===== config.mk =====
export PLATFORM = sky130hd
export DESIGN_NAME = riscv_core
export DESIGN_NICKNAME = d
export VERILOG_FILES = /design/src/design/rv_pkg.sv /design/src/design/decode_stage.sv /design/src/design/execute_stage.sv /design/src/design/fetch_unit.sv /design/src/design/reg_file.sv /design/src/design/riscv_core.sv
export SDC_FILE = /design/constraint.sdc
export NUM_CORES = 2
export LEC_CHECK = 0
export BUFFER_PORTS_ARGS = -buffer_cell sky130_fd_sc_hd__buf_2
export CELL_PAD_IN_SITES_DETAIL_PLACEMENT = 1
export CELL_PAD_IN_SITES_GLOBAL_PLACEMENT = 2
export CORE_ASPECT_RATIO = 1.2
export CORE_MARGIN = 2
export CORE_UTILIZATION = 50
export DETAILED_ROUTE_END_ITERATION = 8
export PLACE_DENSITY = 0.95
export SLEW_MARGIN = 30
export SYNTH_ARGS = -nofsm -noshare
export SYNTH_HDL_FRONTEND = slang
export SYNTH_SLANG_ARGS = --single-unit

===== constraint.sdc =====
create_clock -name clk -period 9.6 [get_ports clk]
set_clock_uncertainty 0.15 [all_clocks]
set_input_delay 0 -clock clk [delete_from_list [all_inputs] [get_ports clk]]
set_output_delay 0 -clock clk [all_outputs]
set_load 0.05 [all_outputs]

===== src/design/rv_pkg.sv =====
package rv_pkg;

    // data word or address
    typedef logic [31:0] xlen_t;

    // register index
    typedef logic [4:0] reg_addr_t;

    // raw instruction word
    typedef logic [31:0] inst_t;

    // major opcodes, inst[6:0]
    localparam logic [6:0] OPC_LUI    = 7'b0110111;
    localparam logic [6:0] OPC_OP_IMM = 7'b0010011;
    localparam logic [6:0] OPC_OP     = 7'b0110011;
    localparam logic [6:0] OPC_BRANCH = 7'b1100011;
    localparam logic [6:0] OPC_JAL    = 7'b1101111;
    localparam logic [6:0] OPC_STORE  = 7'b0100011;

    // addi x0, x0, 0
    localparam inst_t INST_NOP = 32'h0000_0013;

    typedef enum logic [3:0] {
        ALU_ADD,
        ALU_SUB,
        ALU_AND,
        ALU_OR,
        ALU_XOR,
        ALU_SLT,
        ALU_SLL,
        ALU_SRL,
        ALU_SRA,
        ALU_LUI
    } alu_op_t;

    typedef enum logic [2:0] {
        BR_NONE,
        BR_EQ,
        BR_NE,
        BR_LT,
        BR_GE,
        BR_JAL
    } br_kind_t;

    // decode to execute
    typedef struct packed {
        xlen_t     pc;
        xlen_t     op_a;
        xlen_t     op_b;
        xlen_t     imm;
        alu_op_t   alu_op;
        logic      use_imm;
        br_kind_t  br_kind;
        logic      is_store;
        reg_addr_t rd;
        logic      wreg;
    } id_ex_t;

    // writeback bus, also used for forwarding
    typedef struct packed {
        logic      wreg;
        reg_addr_t rd;
        xlen_t     wdata;
    } wb_t;

endpackage


===== src/design/decode_stage.sv =====
`timescale 1ns/10ps

module decode_stage (
    input  logic              clk,
    input  logic              reset_i,
    input  rv_pkg::xlen_t     if_pc_i,
    input  rv_pkg::inst_t     if_inst_i,
    input  logic              flush_i,
    input  rv_pkg::xlen_t     rdata1_i,
    input  rv_pkg::xlen_t     rdata2_i,
    input  rv_pkg::wb_t       ex_fwd_i,
    input  rv_pkg::wb_t       wb_fwd_i,
    output rv_pkg::reg_addr_t raddr1_o,
    output rv_pkg::reg_addr_t raddr2_o,
    output rv_pkg::id_ex_t    id_ex_o
);

    logic [6:0]        opcode;
    logic [2:0]        funct3;
    logic [6:0]        funct7;
    rv_pkg::reg_addr_t rs1;
    rv_pkg::reg_addr_t rs2;
    rv_pkg::reg_addr_t rd;
    rv_pkg::xlen_t     imm_i;
    rv_pkg::xlen_t     imm_s;
    rv_pkg::xlen_t     imm_b;
    rv_pkg::xlen_t     imm_u;
    rv_pkg::xlen_t     imm_j;
    rv_pkg::id_ex_t    id_ex_d;

    // newest producer wins: execute, then writeback, then the register file
    function automatic rv_pkg::xlen_t fwd_operand(
        input rv_pkg::reg_addr_t addr,
        input rv_pkg::xlen_t     rf_data,
        input rv_pkg::wb_t       ex_fwd,
        input rv_pkg::wb_t       wb_fwd
    );
        rv_pkg::xlen_t val;
        if (ex_fwd.wreg && (ex_fwd.rd == addr)) begin
            val = ex_fwd.wdata;
        end else if (wb_fwd.wreg && (wb_fwd.rd == addr)) begin
            val = wb_fwd.wdata;
        end else begin
            val = rf_data;
        end
        return val;
    endfunction

    assign opcode = if_inst_i[6:0];
    assign funct3 = if_inst_i[14:12];
    assign funct7 = if_inst_i[31:25];
    assign rs1    = if_inst_i[19:15];
    assign rs2    = if_inst_i[24:20];
    assign rd     = if_inst_i[11:7];

    // immediate formats
    assign imm_i = {{20{if_inst_i[31]}}, if_inst_i[31:20]};
    assign imm_s = {{20{if_inst_i[31]}}, if_inst_i[31:25], if_inst_i[11:7]};
    assign imm_b = {{19{if_inst_i[31]}}, if_inst_i[31], if_inst_i[7],
                    if_inst_i[30:25], if_inst_i[11:8], 1'b0};
    assign imm_u = {if_inst_i[31:12], 12'b0};
    assign imm_j = {{11{if_inst_i[31]}}, if_inst_i[31], if_inst_i[19:12],
                    if_inst_i[20], if_inst_i[30:21], 1'b0};

    assign raddr1_o = rs1;
    assign raddr2_o = rs2;

    always_comb begin
        id_ex_d.pc       = if_pc_i;
        id_ex_d.op_a     = fwd_operand(rs1, rdata1_i, ex_fwd_i, wb_fwd_i);
        id_ex_d.op_b     = fwd_operand(rs2, rdata2_i, ex_fwd_i, wb_fwd_i);
        id_ex_d.imm      = imm_i;
        id_ex_d.alu_op   = rv_pkg::ALU_ADD;
        id_ex_d.use_imm  = 1'b0;
        id_ex_d.br_kind  = rv_pkg::BR_NONE;
        id_ex_d.is_store = 1'b0;
        id_ex_d.rd       = rd;
        id_ex_d.wreg     = 1'b0;
        case (opcode)
            rv_pkg::OPC_LUI: begin
                id_ex_d.alu_op  = rv_pkg::ALU_LUI;
                id_ex_d.use_imm = 1'b1;
                id_ex_d.imm     = imm_u;
                id_ex_d.wreg    = 1'b1;
            end
            rv_pkg::OPC_OP_IMM: begin
                id_ex_d.use_imm = 1'b1;
                id_ex_d.wreg    = 1'b1;
                case (funct3)
                    3'b000:  id_ex_d.alu_op = rv_pkg::ALU_ADD;
                    3'b010:  id_ex_d.alu_op = rv_pkg::ALU_SLT;
                    3'b100:  id_ex_d.alu_op = rv_pkg::ALU_XOR;
                    3'b110:  id_ex_d.alu_op = rv_pkg::ALU_OR;
                    3'b111:  id_ex_d.alu_op = rv_pkg::ALU_AND;
                    // shifts and sltiu are not supported
                    default: id_ex_d.wreg = 1'b0;
                endcase
            end
            rv_pkg::OPC_OP: begin
                id_ex_d.wreg = 1'b1;
                case ({funct7, funct3})
                    {7'b0000000, 3'b000}: id_ex_d.alu_op = rv_pkg::ALU_ADD;
                    {7'b0100000, 3'b000}: id_ex_d.alu_op = rv_pkg::ALU_SUB;
                    {7'b0000000, 3'b001}: id_ex_d.alu_op = rv_pkg::ALU_SLL;
                    {7'b0000000, 3'b010}: id_ex_d.alu_op = rv_pkg::ALU_SLT;
                    {7'b0000000, 3'b100}: id_ex_d.alu_op = rv_pkg::ALU_XOR;
                    {7'b0000000, 3'b101}: id_ex_d.alu_op = rv_pkg::ALU_SRL;
                    {7'b0100000, 3'b101}: id_ex_d.alu_op = rv_pkg::ALU_SRA;
                    {7'b0000000, 3'b110}: id_ex_d.alu_op = rv_pkg::ALU_OR;
                    {7'b0000000, 3'b111}: id_ex_d.alu_op = rv_pkg::ALU_AND;
                    default:              id_ex_d.wreg   = 1'b0;
                endcase
            end
            rv_pkg::OPC_BRANCH: begin
                id_ex_d.imm = imm_b;
                case (funct3)
                    3'b000:  id_ex_d.br_kind = rv_pkg::BR_EQ;
                    3'b001:  id_ex_d.br_kind = rv_pkg::BR_NE;
                    3'b100:  id_ex_d.br_kind = rv_pkg::BR_LT;
                    3'b101:  id_ex_d.br_kind = rv_pkg::BR_GE;
                    default: id_ex_d.br_kind = rv_pkg::BR_NONE;
                endcase
            end
            rv_pkg::OPC_JAL: begin
                id_ex_d.imm     = imm_j;
                id_ex_d.br_kind = rv_pkg::BR_JAL;
                id_ex_d.wreg    = 1'b1;
            end
            rv_pkg::OPC_STORE: begin
                // address is rs1 + imm through the adder
                id_ex_d.imm      = imm_s;
                id_ex_d.use_imm  = 1'b1;
                id_ex_d.is_store = (funct3 == 3'b010);
            end
            default: begin
                id_ex_d.wreg = 1'b0;
            end
        endcase
        // x0 results never reach forwarding or the register file
        if (rd == '0) begin
            id_ex_d.wreg = 1'b0;
        end
    end

    // ID/EX register
    always_ff @(posedge clk) begin
        id_ex_o <= id_ex_d;
        if (reset_i || flush_i) begin
            id_ex_o.wreg     <= 1'b0;
            id_ex_o.is_store <= 1'b0;
            id_ex_o.br_kind  <= rv_pkg::BR_NONE;
        end
    end

endmodule


===== src/design/execute_stage.sv =====
`timescale 1ns/10ps

module execute_stage (
    input  logic           clk,
    input  logic           reset_i,
    input  rv_pkg::id_ex_t id_ex_i,
    output logic           br_taken_o,
    output rv_pkg::xlen_t  br_target_o,
    output rv_pkg::wb_t    ex_fwd_o,
    output rv_pkg::wb_t    wb_o,
    output logic           dmem_we_o,
    output rv_pkg::xlen_t  dmem_addr_o,
    output rv_pkg::xlen_t  dmem_wdata_o
);

    rv_pkg::xlen_t alu_b;
    rv_pkg::xlen_t alu_res;
    rv_pkg::xlen_t link_pc;

    assign alu_b   = id_ex_i.use_imm ? id_ex_i.imm : id_ex_i.op_b;
    assign link_pc = id_ex_i.pc + 32'd4;

    always_comb begin
        case (id_ex_i.alu_op)
            rv_pkg::ALU_ADD: alu_res = id_ex_i.op_a + alu_b;
            rv_pkg::ALU_SUB: alu_res = id_ex_i.op_a - alu_b;
            rv_pkg::ALU_AND: alu_res = id_ex_i.op_a & alu_b;
            rv_pkg::ALU_OR:  alu_res = id_ex_i.op_a | alu_b;
            rv_pkg::ALU_XOR: alu_res = id_ex_i.op_a ^ alu_b;
            rv_pkg::ALU_SLT: alu_res = {31'b0, $signed(id_ex_i.op_a) < $signed(alu_b)};
            rv_pkg::ALU_SLL: alu_res = id_ex_i.op_a << alu_b[4:0];
            rv_pkg::ALU_SRL: alu_res = id_ex_i.op_a >> alu_b[4:0];
            rv_pkg::ALU_SRA: alu_res = $signed(id_ex_i.op_a) >>> alu_b[4:0];
            rv_pkg::ALU_LUI: alu_res = alu_b;
            default:         alu_res = '0;
        endcase
    end

    // branch compare always uses the two register operands
    always_comb begin
        case (id_ex_i.br_kind)
            rv_pkg::BR_EQ:  br_taken_o = (id_ex_i.op_a == id_ex_i.op_b);
            rv_pkg::BR_NE:  br_taken_o = (id_ex_i.op_a != id_ex_i.op_b);
            rv_pkg::BR_LT:  br_taken_o = ($signed(id_ex_i.op_a) < $signed(id_ex_i.op_b));
            rv_pkg::BR_GE:  br_taken_o = ($signed(id_ex_i.op_a) >= $signed(id_ex_i.op_b));
            rv_pkg::BR_JAL: br_taken_o = 1'b1;
            default:        br_taken_o = 1'b0;
        endcase
    end

    assign br_target_o = id_ex_i.pc + id_ex_i.imm;

    // unregistered result, seen by decode for forwarding
    always_comb begin
        ex_fwd_o.wreg  = id_ex_i.wreg;
        ex_fwd_o.rd    = id_ex_i.rd;
        ex_fwd_o.wdata = (id_ex_i.br_kind == rv_pkg::BR_JAL) ? link_pc : alu_res;
    end

    // writeback register and store port
    always_ff @(posedge clk) begin
        wb_o         <= ex_fwd_o;
        dmem_addr_o  <= alu_res;
        dmem_wdata_o <= id_ex_i.op_b;
        if (reset_i) begin
            wb_o.wreg <= 1'b0;
            dmem_we_o <= 1'b0;
        end else begin
            dmem_we_o <= id_ex_i.is_store;
        end
    end

    // back-to-back pulses must come from two different store instructions
    a_store_single: assert property (@(posedge clk) disable iff (reset_i)
        (dmem_we_o && $past(dmem_we_o)) |-> ($past(id_ex_i.pc, 1) != $past(id_ex_i.pc, 2)))
        else $error("execute_stage: one store held dmem_we_o for two cycles");

endmodule


===== src/design/fetch_unit.sv =====
`timescale 1ns/10ps

module fetch_unit #(
    parameter rv_pkg::xlen_t RESET_PC = '0
) (
    input  logic          clk,
    input  logic          reset_i,
    input  logic          br_taken_i,
    input  rv_pkg::xlen_t br_target_i,
    input  rv_pkg::inst_t imem_data_i,
    output rv_pkg::xlen_t pc_o,
    output rv_pkg::xlen_t if_pc_o,
    output rv_pkg::inst_t if_inst_o
);

    rv_pkg::xlen_t pc_q;

    // program counter, redirect wins over sequential fetch
    always_ff @(posedge clk) begin
        if (reset_i) begin
            pc_q <= RESET_PC;
        end else if (br_taken_i) begin
            pc_q <= br_target_i;
        end else begin
            pc_q <= pc_q + 32'd4;
        end
    end

    // instruction port is combinational, address is the live pc
    assign pc_o = pc_q;

    // IF/ID register
    always_ff @(posedge clk) begin
        if_pc_o <= pc_q;
        if (reset_i || br_taken_i) begin
            // wrong-path fetch becomes a bubble
            if_inst_o <= rv_pkg::INST_NOP;
        end else begin
            if_inst_o <= imem_data_i;
        end
    end

    // targets come from execute, so this covers the whole redirect path
    a_pc_aligned: assert property (@(posedge clk) disable iff (reset_i)
        pc_q[1:0] == 2'b00)
        else $error("fetch_unit: misaligned pc %h", pc_q);

endmodule


===== src/design/reg_file.sv =====
`timescale 1ns/10ps

module reg_file (
    input  logic              clk,
    input  logic              reset_i,
    input  rv_pkg::wb_t       wb_i,
    input  rv_pkg::reg_addr_t raddr1_i,
    input  rv_pkg::reg_addr_t raddr2_i,
    output rv_pkg::xlen_t     rdata1_o,
    output rv_pkg::xlen_t     rdata2_o
);

    // x0 is cleared on reset and never written afterwards
    rv_pkg::xlen_t regs [0:31];

    always_ff @(posedge clk) begin
        if (reset_i) begin
            regs[0] <= '0;
        end else if (wb_i.wreg && (wb_i.rd != '0)) begin
            regs[wb_i.rd] <= wb_i.wdata;
        end
    end

    // reads are combinational
    assign rdata1_o = regs[raddr1_i];
    assign rdata2_o = regs[raddr2_i];

    // x0 reads as zero on both ports, whatever was written before
    a_x0_zero: assert property (@(posedge clk) disable iff (reset_i)
        ((raddr1_i != '0) || (rdata1_o == '0)) &&
        ((raddr2_i != '0) || (rdata2_o == '0)))
        else $error("reg_file: x0 read back non-zero");

endmodule


===== src/design/riscv_core.sv =====
`timescale 1ns/10ps

module riscv_core #(
    parameter rv_pkg::xlen_t RESET_PC = '0
) (
    input  logic          clk,
    input  logic          reset_i,
    output rv_pkg::xlen_t imem_addr_o,
    input  rv_pkg::inst_t imem_data_i,
    output logic          dmem_we_o,
    output rv_pkg::xlen_t dmem_addr_o,
    output rv_pkg::xlen_t dmem_wdata_o
);

    // IF/ID
    rv_pkg::xlen_t     if_pc;
    rv_pkg::inst_t     if_inst;

    // redirect from execute
    logic              br_taken;
    rv_pkg::xlen_t     br_target;

    // register file read ports
    rv_pkg::reg_addr_t raddr1;
    rv_pkg::reg_addr_t raddr2;
    rv_pkg::xlen_t     rdata1;
    rv_pkg::xlen_t     rdata2;

    rv_pkg::id_ex_t    id_ex;
    rv_pkg::wb_t       ex_fwd;
    rv_pkg::wb_t       wb;

    fetch_unit #(
        .RESET_PC (RESET_PC)
    ) u_fetch_unit (
        .clk         (clk),
        .reset_i     (reset_i),
        .br_taken_i  (br_taken),
        .br_target_i (br_target),
        .imem_data_i (imem_data_i),
        .pc_o        (imem_addr_o),
        .if_pc_o     (if_pc),
        .if_inst_o   (if_inst)
    );

    reg_file u_reg_file (
        .clk      (clk),
        .reset_i  (reset_i),
        .wb_i     (wb),
        .raddr1_i (raddr1),
        .raddr2_i (raddr2),
        .rdata1_o (rdata1),
        .rdata2_o (rdata2)
    );

    decode_stage u_decode_stage (
        .clk       (clk),
        .reset_i   (reset_i),
        .if_pc_i   (if_pc),
        .if_inst_i (if_inst),
        .flush_i   (br_taken),
        .rdata1_i  (rdata1),
        .rdata2_i  (rdata2),
        .ex_fwd_i  (ex_fwd),
        .wb_fwd_i  (wb),
        .raddr1_o  (raddr1),
        .raddr2_o  (raddr2),
        .id_ex_o   (id_ex)
    );

    execute_stage u_execute_stage (
        .clk          (clk),
        .reset_i      (reset_i),
        .id_ex_i      (id_ex),
        .br_taken_o   (br_taken),
        .br_target_o  (br_target),
        .ex_fwd_o     (ex_fwd),
        .wb_o         (wb),
        .dmem_we_o    (dmem_we_o),
        .dmem_addr_o  (dmem_addr_o),
        .dmem_wdata_o (dmem_wdata_o)
    );

endmodule


==> flow_metrics.py <==
metrics = {
    "detailed_routing": {
        "drt-vias-per-instance": 7.48,
        "wl_per_cell_um": 42.0,
        "dr.first_iter.drc_count": 7578,
        "drtPass1Iterations": 6,
        "drc": 0,
        "postRouteAntennaNets": 0,
        "vias": 51369,
        "routed_wl_um": 288000,
    },
    "die": {
        "die_x_um": 346,
        "ios": 131,
        "dieArea_um2": 143000,
        "fp.dieH_um": 414,
        "core_area_um2": 139000,
        "rows": 150,
        "start_util_pct": 50.3,
    },
    "critical_path": {
        "start_kind": "flop",
        "r2r_setup_slack_ns": 3.75,
        "timing.rr.start": "u_decode_stage.id_ex_o[10]",
        "crit_arrival_ns": 6.42,
        "worstPathMaxFanout": 43,
        "reg2reg_to": "u_decode_stage.id_ex_o[70]",
        "cp.required_ns": 10.17,
        "r2r_cells": 13,
        "end_kind": "flop",
        "critPathKind": "reg2reg",
    },
    "clocking": {
        "cts.path.max_buffers": 3,
        "cts-htree-levels": 4,
        "clkTransAtPathRegs_ns": 0.06,
        "cts-root-buf": "clkbuf_16",
        "numClockSinks": 1366,
        "cts_resized": 0,
        "cts_tree": "done",
        "clkLatencyLatePin_ns": 0.84,
        "cts_made_buffers": 140,
        "hold_buffers": 65,
        "post_cts_buffers": 0,
    },
    "timing": {
        "rsz0062_at_grt": "false",
        "fin_ws_ns": 3.75,
        "timing.setup.tns_ns": 0,
        "drv_slew": 0,
        "min_period_over_period_pct": 60.9,
        "final-hold-violation-count": 0,
        "fmax_mhz": 171,
        "whs_ns": 0.171,
        "setup_viol": 0,
        "layout_min_cycle_time_ns": 5.85,
        "worst_slew_pin_slew_ns": 1.08,
        "slew_headroom_pct": 27.8,
    },
    "cells_and_area": {
        "seq_area_um2": 37600,
        "nNetsFinal": 5121,
        "area_delta_synth_final_pct": 11.8,
        "drive_above_1_share_pct": 25.2,
        "final_util_pct": 56.3,
        "finalNonFillerCells": 6866,
        "multi_input_area_um2": 30900,
        "nFillCells": 13128,
    },
    "logic_synthesis": {
        "synthFlopType": "edfxtp_1",
        "syn-mean-instance-area_um2": 14.6,
        "synth_warnings": 0,
        "synth_cell_types": 91,
        "synth-seq-area-share_pct": 53.7,
        "yosysTopAreaCellShare_pct": 43.9,
        "yosys-top-cells-area": "edfxtp_1 (44%), mux4_2 (22%), dfxtp_1 (9.8%), ha_1 (2.9%), mux2i_1 (2.3%)",
        "ys_async_sr_fraction_pct": 0,
        "yosysTopAreaCell": "edfxtp_1",
        "ys_top_cells_by_count": "edfxtp_1 (1024), mux4_2 (678), dfxtp_1 (342), nor2_1 (259), nand2_1 (255)",
        "syn_area_um2": 70000,
        "synth_edf_count": 1024,
        "syn_nets": 5007,
        "synthCells": 4807,
        "ys_seq_elements": 1366,
        "yosysMostFrequentCell": "edfxtp_1",
    },
    "hold_path": {
        "min_path_cells": 0,
        "hold_path_class": "reg2reg",
        "min_from": "u_fetch_unit.if_pc_o[21]",
        "worstHoldEndpoint": "u_decode_stage.id_ex_o[132]",
    },
    "placement": {
        "port-buffer-count": 130,
        "dp.cells": 6537,
        "gp_congestion": 1.00,
        "pre_cts_ws_ns": 4.00,
        "hpwl_um": 178000,
    },
    "global_routing": {
        "antenna_found_initial": 19,
        "grt_usage_pct": 40.3,
        "grt-ovfl-total": 0,
        "grt_max_degree": 146,
        "grt_pass1_wl_um": 406000,
        "grt_pass1_vias": 52850,
    },
    "power_and_ir_drop": {
        "ir_worst_vdd_v": 0.000204,
        "p_leak_nw": 25.5,
        "power-per-cell-area_nw_per_um2": 194,
    },
    "flow_run": {
        "max_cap_viol_count": 0,
    },
    "run_status": {
        "status": "finished clean",
    },
}
[metrics by stage]
stage	power, mW	instance area [µm²]
3_5_place_dp	9.51	72800
3_3_place_gp	9.48	72800
2_1_floorplan	8.46	70000
5_1_grt	15.5	78200
6_report	15.2	78200
4_1_cts	15.1	78100
[cell usage in the layout, fill, tap and decap left out, types with 43 or more instances in the layout]
| master | n |
|---|---|
| a211oi_1 | 70 |
| a21o_1 | 74 |
| a21oi_1 | 222 |
| and2_1 | 43 |
| buf_2 | 129 |
| buf_4 | 102 |
| clkbuf_16 | 141 |
| dfxtp_1 | 330 |
| dlygate4sd3_1 | 65 |
| edfxtp_1 | 1024 |
| ha_1 | 163 |
| inv_1 | 159 |
| mux2i_1 | 164 |
| mux4_2 | 678 |
| nand2_1 | 255 |
| nand3_1 | 82 |
| nor2_1 | 228 |
| o211ai_1 | 67 |
| o21ai_0 | 160 |
| xnor2_1 | 58 |
| xor2_1 | 45 |
[report_power, final]
part / internal [mW] / switching, mW / total [mW] / leakage (nW)
registers: 6.48 / 0.433 / 6.91 / 11.4
clock network: 3.08 / 2.55 / 5.64 / 2.23
logic: 0.876 / 1.78 / 2.65 / 11.8
total: 10.4 / 4.77 / 15.2 / 25.5
[cell type report]
type | instances | area share (%)
Sequential cell | 1366 | 48.1
Multi-Input combinational cell | 2945 | 39.4
Clock buffer | 182 | 4.87
Tap cell | 1824 | 2.92
Timing Repair Buffer | 304 | 2.82
Clock inverter | 72 | 1.03
Inverter | 164 | 0.793
Antenna cell | 9 | 0.0288
[sequential cells by signal (all words and copies together) (netlist names)]
register / count
u_reg_file.regs: 1024
u_fetch_unit.pc_o: 32
u_execute_stage.dmem_we_o: 1
u_execute_stage.dmem_addr_o: 32
u_decode_stage.id_ex_o: 143
u_execute_stage.dmem_wdata_o: 32
u_fetch_unit.if_pc_o: 32
u_execute_stage.wb_o: 38
u_fetch_unit.if_inst_o: 32
[worst max-delay path by stage]
stage,slack (ns),start,cells after the start,endpoint
after detailed placement,4.00,u_decode_stage.id_ex_o[10],13,u_decode_stage.id_ex_o[77]
final,3.75,u_decode_stage.id_ex_o[10],13,u_decode_stage.id_ex_o[70]
after global routing,3.63,u_decode_stage.id_ex_o[10],13,u_decode_stage.id_ex_o[77]
after floorplan,5.09,u_decode_stage.id_ex_o[10],16,u_decode_stage.id_ex_o[109]
after global placement,4.08,u_decode_stage.id_ex_o[10],13,u_decode_stage.id_ex_o[77]
after CTS,3.97,u_decode_stage.id_ex_o[10],13,u_execute_stage.wb_o[30]
[critical path, stage by stage, from the launching register on]
cell       delay (ns)
dfxtp_2          0.72
mux2i_4          0.77
buf_4            0.65
ha_1             0.36
a21oi_1          0.16
a2111oi_0        0.61
nor2_1           0.32
o21ai_1          0.47
a31oi_1          0.21
o31a_1           0.36
a2111o_1         0.38
o211ai_1         0.19
o21ai_1          0.18
o21ai_0          0.19
[cells by family after synthesis]
group | Yosys count | synth area share, %
AOI/OAI and AO/OA | 902 | 8.46
xor gates and xnor gates | 105 | 1.31
adders and majority gates | 167 | 3.01
buffers and inverters | 496 | 2.79
DFF | 1366 | 53.7
muxes | 860 | 24.5
and+or+nand+nor | 911 | 6.18
[per-layer routing]
metal | vias up | GRT usage [%] | part of all wire (%)
met2 | 4604 | 63.7 | 47
li1 | 19504 | - | -
met4 | 18 | 31.5 | 9.1
met1 | 25956 | 47.5 | 32
met5 | - | 0 | 0.040
met3 | 1287 | 10.3 | 12
(Power assumes the default switching activity.)
